===== config.mk =====
export PLATFORM = sky130hd
export DESIGN_NAME = exec_back_end
export DESIGN_NICKNAME = d
export VERILOG_FILES = /design/src/rtl/exec_isa_pkg.sv /design/src/rtl/exec_rob_pkg.sv /design/src/rtl/alu_unit.sv /design/src/rtl/exec_back_end.sv /design/src/rtl/issue_decode.sv /design/src/rtl/mul_unit.sv /design/src/rtl/reorder_buffer.sv
export VERILOG_INCLUDE_DIRS = /design/src /design/src/rtl
export SDC_FILE = /design/constraint.sdc
export NUM_CORES = 2
export LEC_CHECK = 0
export BUFFER_PORTS_ARGS = -buffer_cell sky130_fd_sc_hd__buf_4
export CELL_PAD_IN_SITES_DETAIL_PLACEMENT = 0
export CELL_PAD_IN_SITES_GLOBAL_PLACEMENT = 2
export CORE_MARGIN = 5
export CORE_UTILIZATION = 47
export CTS_CLUSTER_DIAMETER = 120
export CTS_CLUSTER_SIZE = 40
export DETAILED_ROUTE_END_ITERATION = 10
export PLACE_DENSITY_LB_ADDON = 0.2
export SLEW_MARGIN = 20
export SYNTH_ARGS = -nofsm -noshare
export SYNTH_HDL_FRONTEND = slang
export SYNTH_HIERARCHICAL = 1
export SYNTH_SLANG_ARGS = --single-unit

===== constraint.sdc =====
create_clock -name clk_i -period 14.8 [get_ports clk_i]
set_clock_uncertainty 0.1 [all_clocks]
set_input_delay 2.22 -clock clk_i [delete_from_list [all_inputs] [get_ports clk_i]]
set_output_delay 2.22 -clock clk_i [all_outputs]
set_load 0.05 [all_outputs]

===== src/rtl/exec_cfg.svh =====
/*
 * Execution back end configuration: data width, register file size,
 * reorder-buffer depth and multiplier latency
 */
`ifndef EXEC_CFG_SVH
`define EXEC_CFG_SVH

// ====================
// Datapath sizes
// ====================

`define EXEC_XLEN        32
`define EXEC_NUM_REGS    32

// Must stay a power of two so the slot index wraps on its own
`define EXEC_ROB_DEPTH   8

// Cycles from the dispatch cycle to a multiplier result
`define EXEC_MUL_LATENCY 3

`endif


===== src/rtl/exec_isa_pkg.sv =====
/*
 * Instruction-level types of the execution back end: data word,
 * register index and opcode
 */
`include "exec_cfg.svh"

package exec_isa_pkg;

    // One operand or one result
    typedef logic [`EXEC_XLEN-1:0] data_word_t;

    // Architectural register index
    typedef logic [$clog2(`EXEC_NUM_REGS)-1:0] reg_idx_t;

    // Opcodes, all but OP_MUL run on the ALU
    // Shifts take their amount from the low 5 bits of operand 1
    // OP_MUL keeps the low word of the product
    typedef enum logic [2:0] {
        OP_ADD = 3'd0,
        OP_SUB = 3'd1,
        OP_AND = 3'd2,
        OP_OR  = 3'd3,
        OP_XOR = 3'd4,
        OP_SLL = 3'd5,
        OP_SRL = 3'd6,
        OP_MUL = 3'd7
    } exec_op_t;

endpackage : exec_isa_pkg


===== src/rtl/exec_rob_pkg.sv =====
/*
 * Reorder-buffer types: slot tag, slot record and the record that
 * decode hands to the execution units
 */
`include "exec_cfg.svh"

package exec_rob_pkg;

    // Slot index, also the tag an instruction carries through execution
    typedef logic [$clog2(`EXEC_ROB_DEPTH)-1:0] rob_tag_t;

    // One reorder-buffer slot
    typedef struct packed {
        logic                    busy;
        logic                    done;
        exec_isa_pkg::reg_idx_t  dest;
        exec_isa_pkg::data_word_t result;
    } rob_entry_t;

    // Decoded instruction with operands already forwarded
    typedef struct packed {
        exec_isa_pkg::exec_op_t         op;
        exec_isa_pkg::data_word_t [1:0] operand;
        rob_tag_t                       tag;
    } dispatch_t;

endpackage : exec_rob_pkg


===== src/rtl/alu_unit.sv =====
/*
 * One-cycle integer ALU with a registered result and tag
 */
`timescale 1ns/100ps

module alu_unit (
    input  logic                      clk_i,
    input  logic                      rst_n_i,
    input  logic                      valid_i,
    input  exec_rob_pkg::dispatch_t   dispatch_i,
    output logic                      valid_o,
    output exec_rob_pkg::rob_tag_t    tag_o,
    output exec_isa_pkg::data_word_t  result_o
);

    exec_isa_pkg::data_word_t a;
    exec_isa_pkg::data_word_t b;
    exec_isa_pkg::data_word_t result;

    assign a = dispatch_i.operand[0];
    assign b = dispatch_i.operand[1];

    // Shift amount is the low five bits of the second operand
    always_comb begin
        case (dispatch_i.op)
            exec_isa_pkg::OP_ADD: result = a + b;
            exec_isa_pkg::OP_SUB: result = a - b;
            exec_isa_pkg::OP_AND: result = a & b;
            exec_isa_pkg::OP_OR:  result = a | b;
            exec_isa_pkg::OP_XOR: result = a ^ b;
            exec_isa_pkg::OP_SLL: result = a << b[4:0];
            exec_isa_pkg::OP_SRL: result = a >> b[4:0];
            // Multiplies never reach this unit
            default:              result = '0;
        endcase
    end

    always_ff @(posedge clk_i) begin
        if (!rst_n_i) valid_o <= 1'b0;
        else          valid_o <= valid_i;
    end

    always_ff @(posedge clk_i) begin
        if (valid_i) begin
            tag_o    <= dispatch_i.tag;
            result_o <= result;
        end
    end

endmodule : alu_unit


===== src/rtl/exec_back_end.sv =====
/*
 * Out-of-order execution back end: decode, ALU, multiplier and reorder buffer
 */
`timescale 1ns/100ps

module exec_back_end (
    input  logic                      clk_i,
    input  logic                      rst_n_i,
    input  logic                      issue_valid_i,
    input  exec_isa_pkg::exec_op_t    issue_op_i,
    input  exec_isa_pkg::reg_idx_t    issue_dest_i,
    input  exec_isa_pkg::reg_idx_t    issue_src_i [2],
    input  exec_isa_pkg::data_word_t  issue_operand_i [2],
    output logic                      stall_o,
    output logic                      wb_valid_o,
    output exec_isa_pkg::reg_idx_t    wb_dest_o,
    output exec_isa_pkg::data_word_t  wb_data_o
);

    // Decode to reorder buffer
    logic                     alloc;
    exec_isa_pkg::reg_idx_t   alloc_dest;
    exec_rob_pkg::rob_tag_t   alloc_tag;
    logic                     rob_full;
    exec_isa_pkg::reg_idx_t   lookup_src [2];
    logic                     lookup_hit [2];
    logic                     lookup_done [2];
    exec_isa_pkg::data_word_t lookup_data [2];

    // Decode to units
    logic                     alu_valid;
    logic                     mul_valid;
    exec_rob_pkg::dispatch_t  dispatch;

    // Completion port 0 is the ALU, port 1 the multiplier
    logic                     cpl_valid [2];
    exec_rob_pkg::rob_tag_t   cpl_tag [2];
    exec_isa_pkg::data_word_t cpl_data [2];

    issue_decode u_decode (
        .clk_i(clk_i), .rst_n_i(rst_n_i),
        .issue_valid_i(issue_valid_i), .issue_op_i(issue_op_i),
        .issue_dest_i(issue_dest_i), .issue_src_i(issue_src_i),
        .issue_operand_i(issue_operand_i),
        .alloc_tag_i(alloc_tag), .full_i(rob_full),
        .lookup_hit_i(lookup_hit), .lookup_done_i(lookup_done), .lookup_data_i(lookup_data),
        .stall_o(stall_o), .alloc_o(alloc), .alloc_dest_o(alloc_dest),
        .lookup_src_o(lookup_src),
        .alu_valid_o(alu_valid), .mul_valid_o(mul_valid), .dispatch_o(dispatch)
    );

    alu_unit u_alu (
        .clk_i(clk_i), .rst_n_i(rst_n_i), .valid_i(alu_valid), .dispatch_i(dispatch),
        .valid_o(cpl_valid[0]), .tag_o(cpl_tag[0]), .result_o(cpl_data[0])
    );

    mul_unit u_mul (
        .clk_i(clk_i), .rst_n_i(rst_n_i), .valid_i(mul_valid), .dispatch_i(dispatch),
        .valid_o(cpl_valid[1]), .tag_o(cpl_tag[1]), .result_o(cpl_data[1])
    );

    reorder_buffer u_rob (
        .clk_i(clk_i), .rst_n_i(rst_n_i),
        .alloc_i(alloc), .alloc_dest_i(alloc_dest),
        .cpl_valid_i(cpl_valid), .cpl_tag_i(cpl_tag), .cpl_data_i(cpl_data),
        .lookup_src_i(lookup_src),
        .alloc_tag_o(alloc_tag), .full_o(rob_full),
        .lookup_hit_o(lookup_hit), .lookup_done_o(lookup_done), .lookup_data_o(lookup_data),
        .wb_valid_o(wb_valid_o), .wb_dest_o(wb_dest_o), .wb_data_o(wb_data_o)
    );

endmodule : exec_back_end


===== src/rtl/issue_decode.sv =====
/*
 * Issue and decode stage: allocates a reorder-buffer tag, forwards
 * completed results, raises the hazard stall and registers the dispatch
 */
`timescale 1ns/100ps

module issue_decode (
    input  logic                          clk_i,
    input  logic                          rst_n_i,
    input  logic                          issue_valid_i,
    input  exec_isa_pkg::exec_op_t        issue_op_i,
    input  exec_isa_pkg::reg_idx_t        issue_dest_i,
    input  exec_isa_pkg::reg_idx_t        issue_src_i [2],
    input  exec_isa_pkg::data_word_t      issue_operand_i [2],
    input  exec_rob_pkg::rob_tag_t        alloc_tag_i,
    input  logic                          full_i,
    input  logic                          lookup_hit_i [2],
    input  logic                          lookup_done_i [2],
    input  exec_isa_pkg::data_word_t      lookup_data_i [2],
    output logic                          stall_o,
    output logic                          alloc_o,
    output exec_isa_pkg::reg_idx_t        alloc_dest_o,
    output exec_isa_pkg::reg_idx_t        lookup_src_o [2],
    output logic                          alu_valid_o,
    output logic                          mul_valid_o,
    output exec_rob_pkg::dispatch_t       dispatch_o
);

    // ====================
    // Hazard and forwarding
    // ====================

    logic                     hazard;
    logic                     accept;
    exec_isa_pkg::data_word_t operand [2];

    // The buffer searches both sources every cycle
    assign lookup_src_o[0] = issue_src_i[0];
    assign lookup_src_o[1] = issue_src_i[1];

    // A producer still in flight holds the issue port
    // Only completed slots can forward, execute outputs are not bypassed
    assign hazard = (lookup_hit_i[0] & ~lookup_done_i[0]) |
                    (lookup_hit_i[1] & ~lookup_done_i[1]);

    assign stall_o = full_i | hazard;
    assign accept  = issue_valid_i & ~stall_o;

    // The newest completed copy replaces the register file value
    always_comb begin
        for (int s = 0; s < 2; s++) begin
            operand[s] = (lookup_hit_i[s] & lookup_done_i[s]) ? lookup_data_i[s]
                                                              : issue_operand_i[s];
        end
    end

    // Slot allocation happens on the same edge that accepts the issue
    assign alloc_o      = accept;
    assign alloc_dest_o = issue_dest_i;

    // ====================
    // Dispatch register
    // ====================

    // Unit valids last exactly one cycle and pick the unit by opcode class
    always_ff @(posedge clk_i) begin
        if (!rst_n_i) begin
            alu_valid_o <= 1'b0;
            mul_valid_o <= 1'b0;
        end else begin
            alu_valid_o <= accept & (issue_op_i != exec_isa_pkg::OP_MUL);
            mul_valid_o <= accept & (issue_op_i == exec_isa_pkg::OP_MUL);
        end
    end

    // Payload only moves on an accepted issue
    always_ff @(posedge clk_i) begin
        if (accept) begin
            dispatch_o.op         <= issue_op_i;
            dispatch_o.operand[0] <= operand[0];
            dispatch_o.operand[1] <= operand[1];
            dispatch_o.tag        <= alloc_tag_i;
        end
    end

endmodule : issue_decode


===== src/rtl/mul_unit.sv =====
/*
 * Pipelined multiplier, one new item per cycle, result after a fixed latency
 */
`timescale 1ns/100ps
`include "exec_cfg.svh"

module mul_unit (
    input  logic                      clk_i,
    input  logic                      rst_n_i,
    input  logic                      valid_i,
    input  exec_rob_pkg::dispatch_t   dispatch_i,
    output logic                      valid_o,
    output exec_rob_pkg::rob_tag_t    tag_o,
    output exec_isa_pkg::data_word_t  result_o
);

    localparam int LAT = `EXEC_MUL_LATENCY;

    // Stage 0 holds the fresh product, the last stage feeds the reorder buffer
    logic                     valid_q [LAT];
    exec_rob_pkg::rob_tag_t   tag_q   [LAT];
    exec_isa_pkg::data_word_t prod_q  [LAT];
    exec_isa_pkg::data_word_t product;

    // Only the low word of the product is kept
    assign product = dispatch_i.operand[0] * dispatch_i.operand[1];

    // Valid bits are the only control state in the delay line
    always_ff @(posedge clk_i) begin
        if (!rst_n_i) begin
            for (int i = 0; i < LAT; i++) valid_q[i] <= 1'b0;
        end else begin
            valid_q[0] <= valid_i;
            for (int i = 1; i < LAT; i++) valid_q[i] <= valid_q[i-1];
        end
    end

    always_ff @(posedge clk_i) begin
        tag_q[0]  <= dispatch_i.tag;
        prod_q[0] <= product;
        for (int i = 1; i < LAT; i++) begin
            tag_q[i]  <= tag_q[i-1];
            prod_q[i] <= prod_q[i-1];
        end
    end

    assign valid_o  = valid_q[LAT-1];
    assign tag_o    = tag_q[LAT-1];
    assign result_o = prod_q[LAT-1];

endmodule : mul_unit


===== src/rtl/reorder_buffer.sv =====
/*
 * Circular reorder buffer: slot allocation, two completion ports,
 * source lookup for forwarding and in-order retirement
 */
`timescale 1ns/100ps
`include "exec_cfg.svh"

module reorder_buffer (
    input  logic                      clk_i,
    input  logic                      rst_n_i,
    input  logic                      alloc_i,
    input  exec_isa_pkg::reg_idx_t    alloc_dest_i,
    input  logic                      cpl_valid_i [2],
    input  exec_rob_pkg::rob_tag_t    cpl_tag_i [2],
    input  exec_isa_pkg::data_word_t  cpl_data_i [2],
    input  exec_isa_pkg::reg_idx_t    lookup_src_i [2],
    output exec_rob_pkg::rob_tag_t    alloc_tag_o,
    output logic                      full_o,
    output logic                      lookup_hit_o [2],
    output logic                      lookup_done_o [2],
    output exec_isa_pkg::data_word_t  lookup_data_o [2],
    output logic                      wb_valid_o,
    output exec_isa_pkg::reg_idx_t    wb_dest_o,
    output exec_isa_pkg::data_word_t  wb_data_o
);

    localparam int DEPTH = `EXEC_ROB_DEPTH;
    localparam int CNT_W = $clog2(DEPTH) + 1;

    exec_rob_pkg::rob_entry_t entry_q [DEPTH];
    exec_rob_pkg::rob_tag_t   head_q;
    exec_rob_pkg::rob_tag_t   tail_q;
    logic [CNT_W-1:0]         count_q;
    logic                     retire;

    // New instructions take the tail slot, its index is their tag
    assign alloc_tag_o = tail_q;
    assign full_o      = (count_q == CNT_W'(DEPTH));

    // The oldest instruction leaves once its result is in
    assign retire = entry_q[head_q].busy & entry_q[head_q].done;

    // ====================
    // Slot state
    // ====================

    always_ff @(posedge clk_i) begin
        if (!rst_n_i) begin
            head_q  <= '0;
            tail_q  <= '0;
            count_q <= '0;
            for (int i = 0; i < DEPTH; i++) entry_q[i] <= '0;
        end else begin
            if (alloc_i) begin
                entry_q[tail_q].busy <= 1'b1;
                entry_q[tail_q].done <= 1'b0;
                entry_q[tail_q].dest <= alloc_dest_i;
                tail_q               <= tail_q + 1'b1;
            end
            // Both units may finish in the same cycle, always on different slots
            for (int p = 0; p < 2; p++) begin
                if (cpl_valid_i[p]) begin
                    entry_q[cpl_tag_i[p]].done   <= 1'b1;
                    entry_q[cpl_tag_i[p]].result <= cpl_data_i[p];
                end
            end
            if (retire) begin
                entry_q[head_q].busy <= 1'b0;
                head_q               <= head_q + 1'b1;
            end
            // Allocation and retirement in one cycle leave the count alone
            case ({alloc_i, retire})
                2'b10:   count_q <= count_q + 1'b1;
                2'b01:   count_q <= count_q - 1'b1;
                default: count_q <= count_q;
            endcase
        end
    end

    // ====================
    // Retirement
    // ====================

    always_ff @(posedge clk_i) begin
        if (!rst_n_i) wb_valid_o <= 1'b0;
        else          wb_valid_o <= retire;
    end

    always_ff @(posedge clk_i) begin
        if (retire) begin
            wb_dest_o <= entry_q[head_q].dest;
            wb_data_o <= entry_q[head_q].result;
        end
    end

    // ====================
    // Source lookup
    // ====================

    // Busy slots run contiguously from the head, so walking from the head
    // lets the youngest match overwrite older ones.
    // The writeback register is checked first as the oldest copy since the
    // register file only sees that value one cycle later
    always_comb begin
        exec_rob_pkg::rob_tag_t idx;
        idx = head_q;
        for (int s = 0; s < 2; s++) begin
            lookup_hit_o[s]  = wb_valid_o & (wb_dest_o == lookup_src_i[s]);
            lookup_done_o[s] = lookup_hit_o[s];
            lookup_data_o[s] = wb_data_o;
            for (int i = 0; i < DEPTH; i++) begin
                idx = head_q + exec_rob_pkg::rob_tag_t'(i);
                if (entry_q[idx].busy && entry_q[idx].dest == lookup_src_i[s]) begin
                    lookup_hit_o[s]  = 1'b1;
                    lookup_done_o[s] = entry_q[idx].done;
                    lookup_data_o[s] = entry_q[idx].result;
                end
            end
        end
    end

endmodule : reorder_buffer

---- After elaboration in Yosys (flattened, before gate mapping) ----
Memories as Yosys holds them, arrays and structs flattened. A register that Yosys moved wholly into a read port is not among the register bits.
Index checks and enable logic that the tools add are counted.
word-level totals
  register bits ........................... 156
  bits in writable memories ............... 420
  bits of input ports ..................... 85
  output and inout port bits .............. 39
  word-level logic and storage cells ...... 189
  memories kept ........................... 4
memory list
  name           depth  width  rd ports  clocked after Yosys merged registers in  wr ports  RTL line              source
  u_rob.entry_q  8      39     8         1                                        8         reorder_buffer.sv:30  exec_rob_pkg::rob_entry_t entry_q [DEPTH];
  u_mul.prod_q   3      32     3         0                                        3         mul_unit.sv:22        exec_isa_pkg::data_word_t prod_q [LAT];
  u_mul.tag_q    3      3      3         0                                        3         mul_unit.sv:21        exec_rob_pkg::rob_tag_t tag_q [LAT];
  u_mul.valid_q  3      1      3         0                                        3         mul_unit.sv:20        logic valid_q [LAT];
cells by class
  add/sub/neg operators ................... 12
  multiply operators ...................... 1
  equal/unequal tests ..................... 29
  shifts and indexed selects .............. 2
  muxes and demuxes ....................... 83
  bitwise logic cells ..................... 21
  reductions and logical operators ........ 22
operators with widths
  kind                 count
  $mux 32              18
  $pmux 32 s7          1
  $mux 39              4
  $reduce_or 39->1     4
  $eq 5x5->1           18
  $mux 1               49
  $add 32x32->32       1
  $and 32x32->32       1
  $mul 32x32->32       1
  $or 32x32->32        1
  $shl 32x5->32        1
  $shr 32x5->32        1
  $sub 32x32->32       1
  $xor 32x32->32       1
  $mux 3               6
  $logic_and 1x1->1    16
  $add 3x3->3 const B  4
  $eq 3x3->1 const B   4
  $and 1x1->1          10
  $mux 2               4
  $pmux 4 s2           1
  $add 3x1->3 const B  2
  $add 3x2->3 const B  2
  $eq 3x2->1 const B   2
  other kinds (11)     17

---- Longest topological paths before layout ----
An unclocked memory read counts as a cell.
  word-level depth ........................ 22
  mapped depth ............................ 30

---- By module ----
Netlist, hierarchy kept.
modules (own cells, without submodules)
  module          instances  cells an instance  area each (sq um)  sequential area each (sq um)
  reorder_buffer  1          3,075              34,538.1           10,600.2
  mul_unit        1          1,853              18,184.9           2,162.1
  alu_unit        1          1,129              8,667.1            1,071.0
  issue_decode    1          166                3,084.2            2,142.1

---- Worst setup path after synthesis ----
Ideal clock, no wire load.
  path kind ............................... input port to flip-flop
  start point ............................. input port issue_src_i[9] in the netlist's numbering
  end point ............................... register u_rob.count_q[3]
  data arrival time ....................... 8.489 ns
  data required time ...................... 14.624 ns
  setup slack ............................. 6.135 ns
  stages on the path ...................... 22
  path buffers ............................ 5
  path through ............................ buf_4 -> clkbuf_1 -> xnor2_1 -> nand3_1 -> a31o_1 -> nor4_4 -> buf_6 -> buf_2 -> and2_1 -> o21ai_1 -> a32oi_1 -> nor2b_1 -> nor4b_4 -> clkbuf_1 -> inv_1 -> ha_1 -> ha_1 -> a21o_1 -> a21oi_1 -> xnor2_1 -> or3_1 -> a21boi_0
RTL lines
  what                    RTL line              source
  start: declaration      exec_back_end.sv:12   input exec_isa_pkg::reg_idx_t issue_src_i [2],
  end signal: assignment  reorder_buffer.sv:73  2'b10: count_q <= count_q + 1'b1;
  end signal: assignment  reorder_buffer.sv:74  2'b01: count_q <= count_q - 1'b1;
  end signal: assignment  reorder_buffer.sv:75  default: count_q <= count_q;
  end: declaration        reorder_buffer.sv:33  logic [CNT_W-1:0] count_q;

==> parameters.txt <==
Parameter                              Value

Run status
  Result of the run    finished clean

Power
  PnR Total Power    17600 uW
  Peak supply drop    584 uV
  Leak pwr    0.0254 uW
  Power per unit of standard cell area    261 nW/um2

Synthesis
  Number of unique standard cell types used by synthesis    108
  Number of storage elements in the synthesis netlist    579
  Avg Synthesized Cell Area    10.4 um2
  Leading post-synthesis cells by cell area    edfxtp_1 20%, mux4_2 14%, fa_1 13%, mux2i_1 4.5%, ha_1 4.5%
  Number of warnings issued by yosys    6
  Count of flip-flops with a built-in enable after synthesis    438
  Top_reg_cell synth    edfxtp_1
  Library cell with the largest summed area after synthesis    edfxtp_1
  Share of the synthesized area in the top cell type    20.4%
  Top-count cell post-synth    nand2_1
  Net count after synthesis    6948
  Sequential area share after synthesis    24.8%
  Cell types with the highest counts after synthesis    690 x nand2_1, 464 x inv_1, 443 x and2_1
  Area of the mapped netlist    64500 um2
  Proportion of register bits with asynchronous set or reset after synthesis    0%
  Gate Count Post-Synth    6223

Layout
  Non-filler cells in the finished layout    7737
  Share of layout cells above drive strength 1    16.3%
  Final standard cell area without fillers    67300 um2
  Area Growth Syn to Fin    4.36%
  Net count of the finished layout    6643

Floorplan
  Std-Cell Core Area    137000 um2
  DIE AREA    145000 um2
  Ports    124
  Y dimension of the die    380 um
  Die span in x    380 um
  Initial core utilization    47.1%
  # rows    136

Timing
  Tightest Pin Transition    1100 ps
  Number of failing hold endpoints at the final stage    0
  Number of setup violations in the final report    0
  Fmax    0.102 GHz
  Total negative slack    0 ps
  Final period utilization    66.2%
  Shortest clock period the worst path allows after layout    9800 ps
  Setup repair after global routing missed its margin    no
  Worst relative slew slack    26.5%
  Max Slew Vio Count    0

Flow run
  # Max-Cap Violations    0

GRT
  Total global routing track utilization    33.8%
  Leftover overflow at the end of global routing    0
  Vias in the first global route    50500
  Wire length of the first global-routing pass    363000 um
  Pin count of the biggest net entering global routing    136
  Antenna violations before repair    13

Setup path
  Crit path max fanout    65
  Worst path top cell family by delay    simple AND/OR/NAND/NOR gates
  Number of gates on the worst path with buffers counted    14
  Worst reg2reg path endpoint    u_rob/entry_q[4][34]$_DFFE_PP_
  Number of cells traversed by the worst register-to-register path    16
  Worst path max stage delay    1200 ps
  Reg2reg setup slack    6410 ps
  Kind of start point of the critical path    flip-flop
  Cells along the critical path    clkinv_1 > ha_4 > mux4_2 > nand2b_1 > mux4_2 > nor3_1 > a32oi_1 > buf_4 > nand2b_1 > nor2_1 > nand4b_1 > nor2b_1 > or3_1 > buf_4
  Crit path buf inv count    3
  Critical Setup Path Class    reg -> out
  Type of destination of the critical path    output port
  Launching point of the worst reg2reg path    u_rob/head_q[0]$_SDFFE_PN0P_
  Capturing element of the worst setup path    stall_o
  Cell with the biggest individual delay on the critical path    ha_4
  Required time at the worst-slack endpoint    12480 ps
  Launching element of the worst setup path    u_rob/head_q[0]$_SDFFE_PN0P_
  CP Data Arrival Time    7480 ps

Placed design
  # port buffers    123
  Placed wire-length estimate after detailed placement    181000 um
  Instance area at placement    66200 um2
  Placed Cells incl. Taps    7681
  Final GP Congestion    0.995

Clock tree
  CTS Root Cell    clkbuf_16
  Clock transition at the registers of the reported paths    130 ps
  CTS buffer count    26
  Resized cells post-CTS    0
  TritonCTS clock tree    built
  Insertion delay to the later sink of the worst-skew pair    670 ps
  Hold buffer count at CTS    0
  Number of buffers added for setup after CTS    0
  Total clock sinks    579
  Worst-case clock buffer depth    3
  CTS H-tree lvls    1

Drt
  Final routed wirelength across all metal layers    253000 um
  Post-DR wirelength/cell    32.7 um
  Number of vias after detailed routing    51900
  Residual DRC count    0
  Vias per Instance    6.71
  Detailed router's first-iteration violation count    6206
  First-pass iteration count of the detailed router    6
  ANT nets after route    0

Min path
  Worst hold path type    reg -> reg
-- per-stage QoR --
step	util (%)	setup slack, ps	hold WS, ps
finish	49.1	5000	169
global route	49.1	4540	175
CTS	49.1	4940	174
detailed placement	48.3	5690	212
global placement	48.3	5740	210
floorplan	-	6140	210
-- report_power, final --
group	total (uW)	switching, uW	internal, uW	leakage, uW
Sequential	2480	322	2160	0.00559
Combinational	14100	8210	5870	0.0193
Clock	1000	632	373	0.000476
Total	17600	9170	8400	0.0254
-- how the worst min path moves through the flow --
stage | from | depth (start not counted) | end | slack (ps)
after floorplan | u_mul/prod_q[0][0]$_DFF_P_ | 0 | u_mul/prod_q[0][32]$_DFF_P_ | 210
after global placement | u_mul/prod_q[0][0]$_DFF_P_ | 0 | u_mul/prod_q[0][32]$_DFF_P_ | 210
after detailed placement | u_mul/prod_q[0][0]$_DFF_P_ | 0 | u_mul/prod_q[0][32]$_DFF_P_ | 210
after CTS | u_mul/tag_q[0][0]$_DFF_P_ | 0 | u_mul/tag_q[0][3]$_DFF_P_ | 170
after global routing | u_mul/tag_q[0][0]$_DFF_P_ | 0 | u_mul/tag_q[0][3]$_DFF_P_ | 180
final | u_mul/tag_q[0][0]$_DFF_P_ | 0 | u_mul/tag_q[0][3]$_DFF_P_ | 170
-- sequential cells by signal, summed over array words and instances (netlist names), named ones only --
name,count
u_rob/entry_q,312
u_mul/prod_q,96
u_decode/dispatch_o,70
u_alu/result_o,32
u_rob/wb_data_o,32
u_mul/tag_q,9
u_rob/wb_dest_o,5
u_rob/count_q,4
u_alu/tag_o,3
u_mul/valid_q,3
u_rob/alloc_tag_o,3
u_rob/head_q,3
u_alu/valid_o,1
u_decode/alu_valid_o,1
u_decode/mul_valid_o,1
u_rob/wb_valid_o,1
-- logic make-up after synthesis --
group           share of synthesized area, %
fa+ha+maj                               17.2
flops                                   24.8
buf+inv                                 6.90
compound gates                          13.1
simple gates                            13.2
mux                                     21.7
xor+xnor                                3.09
-- area by class of cell --
| class | instances | area (um2) |
|---|---|---|
| Antenna cell | 5 | 12.5 |
| Clock buffer | 30 | 666 |
| Clock inverter | 18 | 373 |
| Fill cell | 12600 | 69700 |
| Inverter | 470 | 1760 |
| Multi-Input combinational cell | 4587 | 44300 |
| Sequential cell | 579 | 16000 |
| Tap cell | 1794 | 2240 |
| Timing Repair Buffer | 254 | 1940 |
-- cell usage in the layout, fill, tap and decap left out, types with 24 or more instances in the layout --
cell / instances
nand2_1: 686
inv_1: 464
and2_1: 440
edfxtp_1: 438
mux4_2: 410
fa_1: 410
mux2i_1: 292
a22o_1: 265
buf_4: 251
ha_1: 228
a21oi_1: 223
nor2_1: 196
xnor2_1: 167
mux2_2: 153
dfxtp_1: 134
o21ai_0: 78
o211ai_1: 59
xor2_1: 54
o21ai_1: 53
nand3_1: 52
a211oi_1: 49
a22oi_1: 49
o22ai_1: 49
or3_1: 47
nor3_1: 47
a221o_1: 42
o221ai_1: 37
a31oi_1: 35
a2111oi_0: 34
nand3b_1: 30
nor4_1: 29
nor2b_1: 29
nand2b_1: 27
clkbuf_16: 26
a21o_1: 24
-- metal layers --
layer | vias to the layer above | wire [um] | track usage [%] | share of wire, %
met3 | 463 | 31200 | 11.1 | 12
li1 | 21900 | - | - | -
met5 | - | 195 | 0.827 | 0.077
met4 | 6 | 10500 | 11.8 | 4.1
met1 | 26500 | 102000 | 46.4 | 40
met2 | 3029 | 109000 | 50.3 | 43
Power figures use the tool's default switching activity.
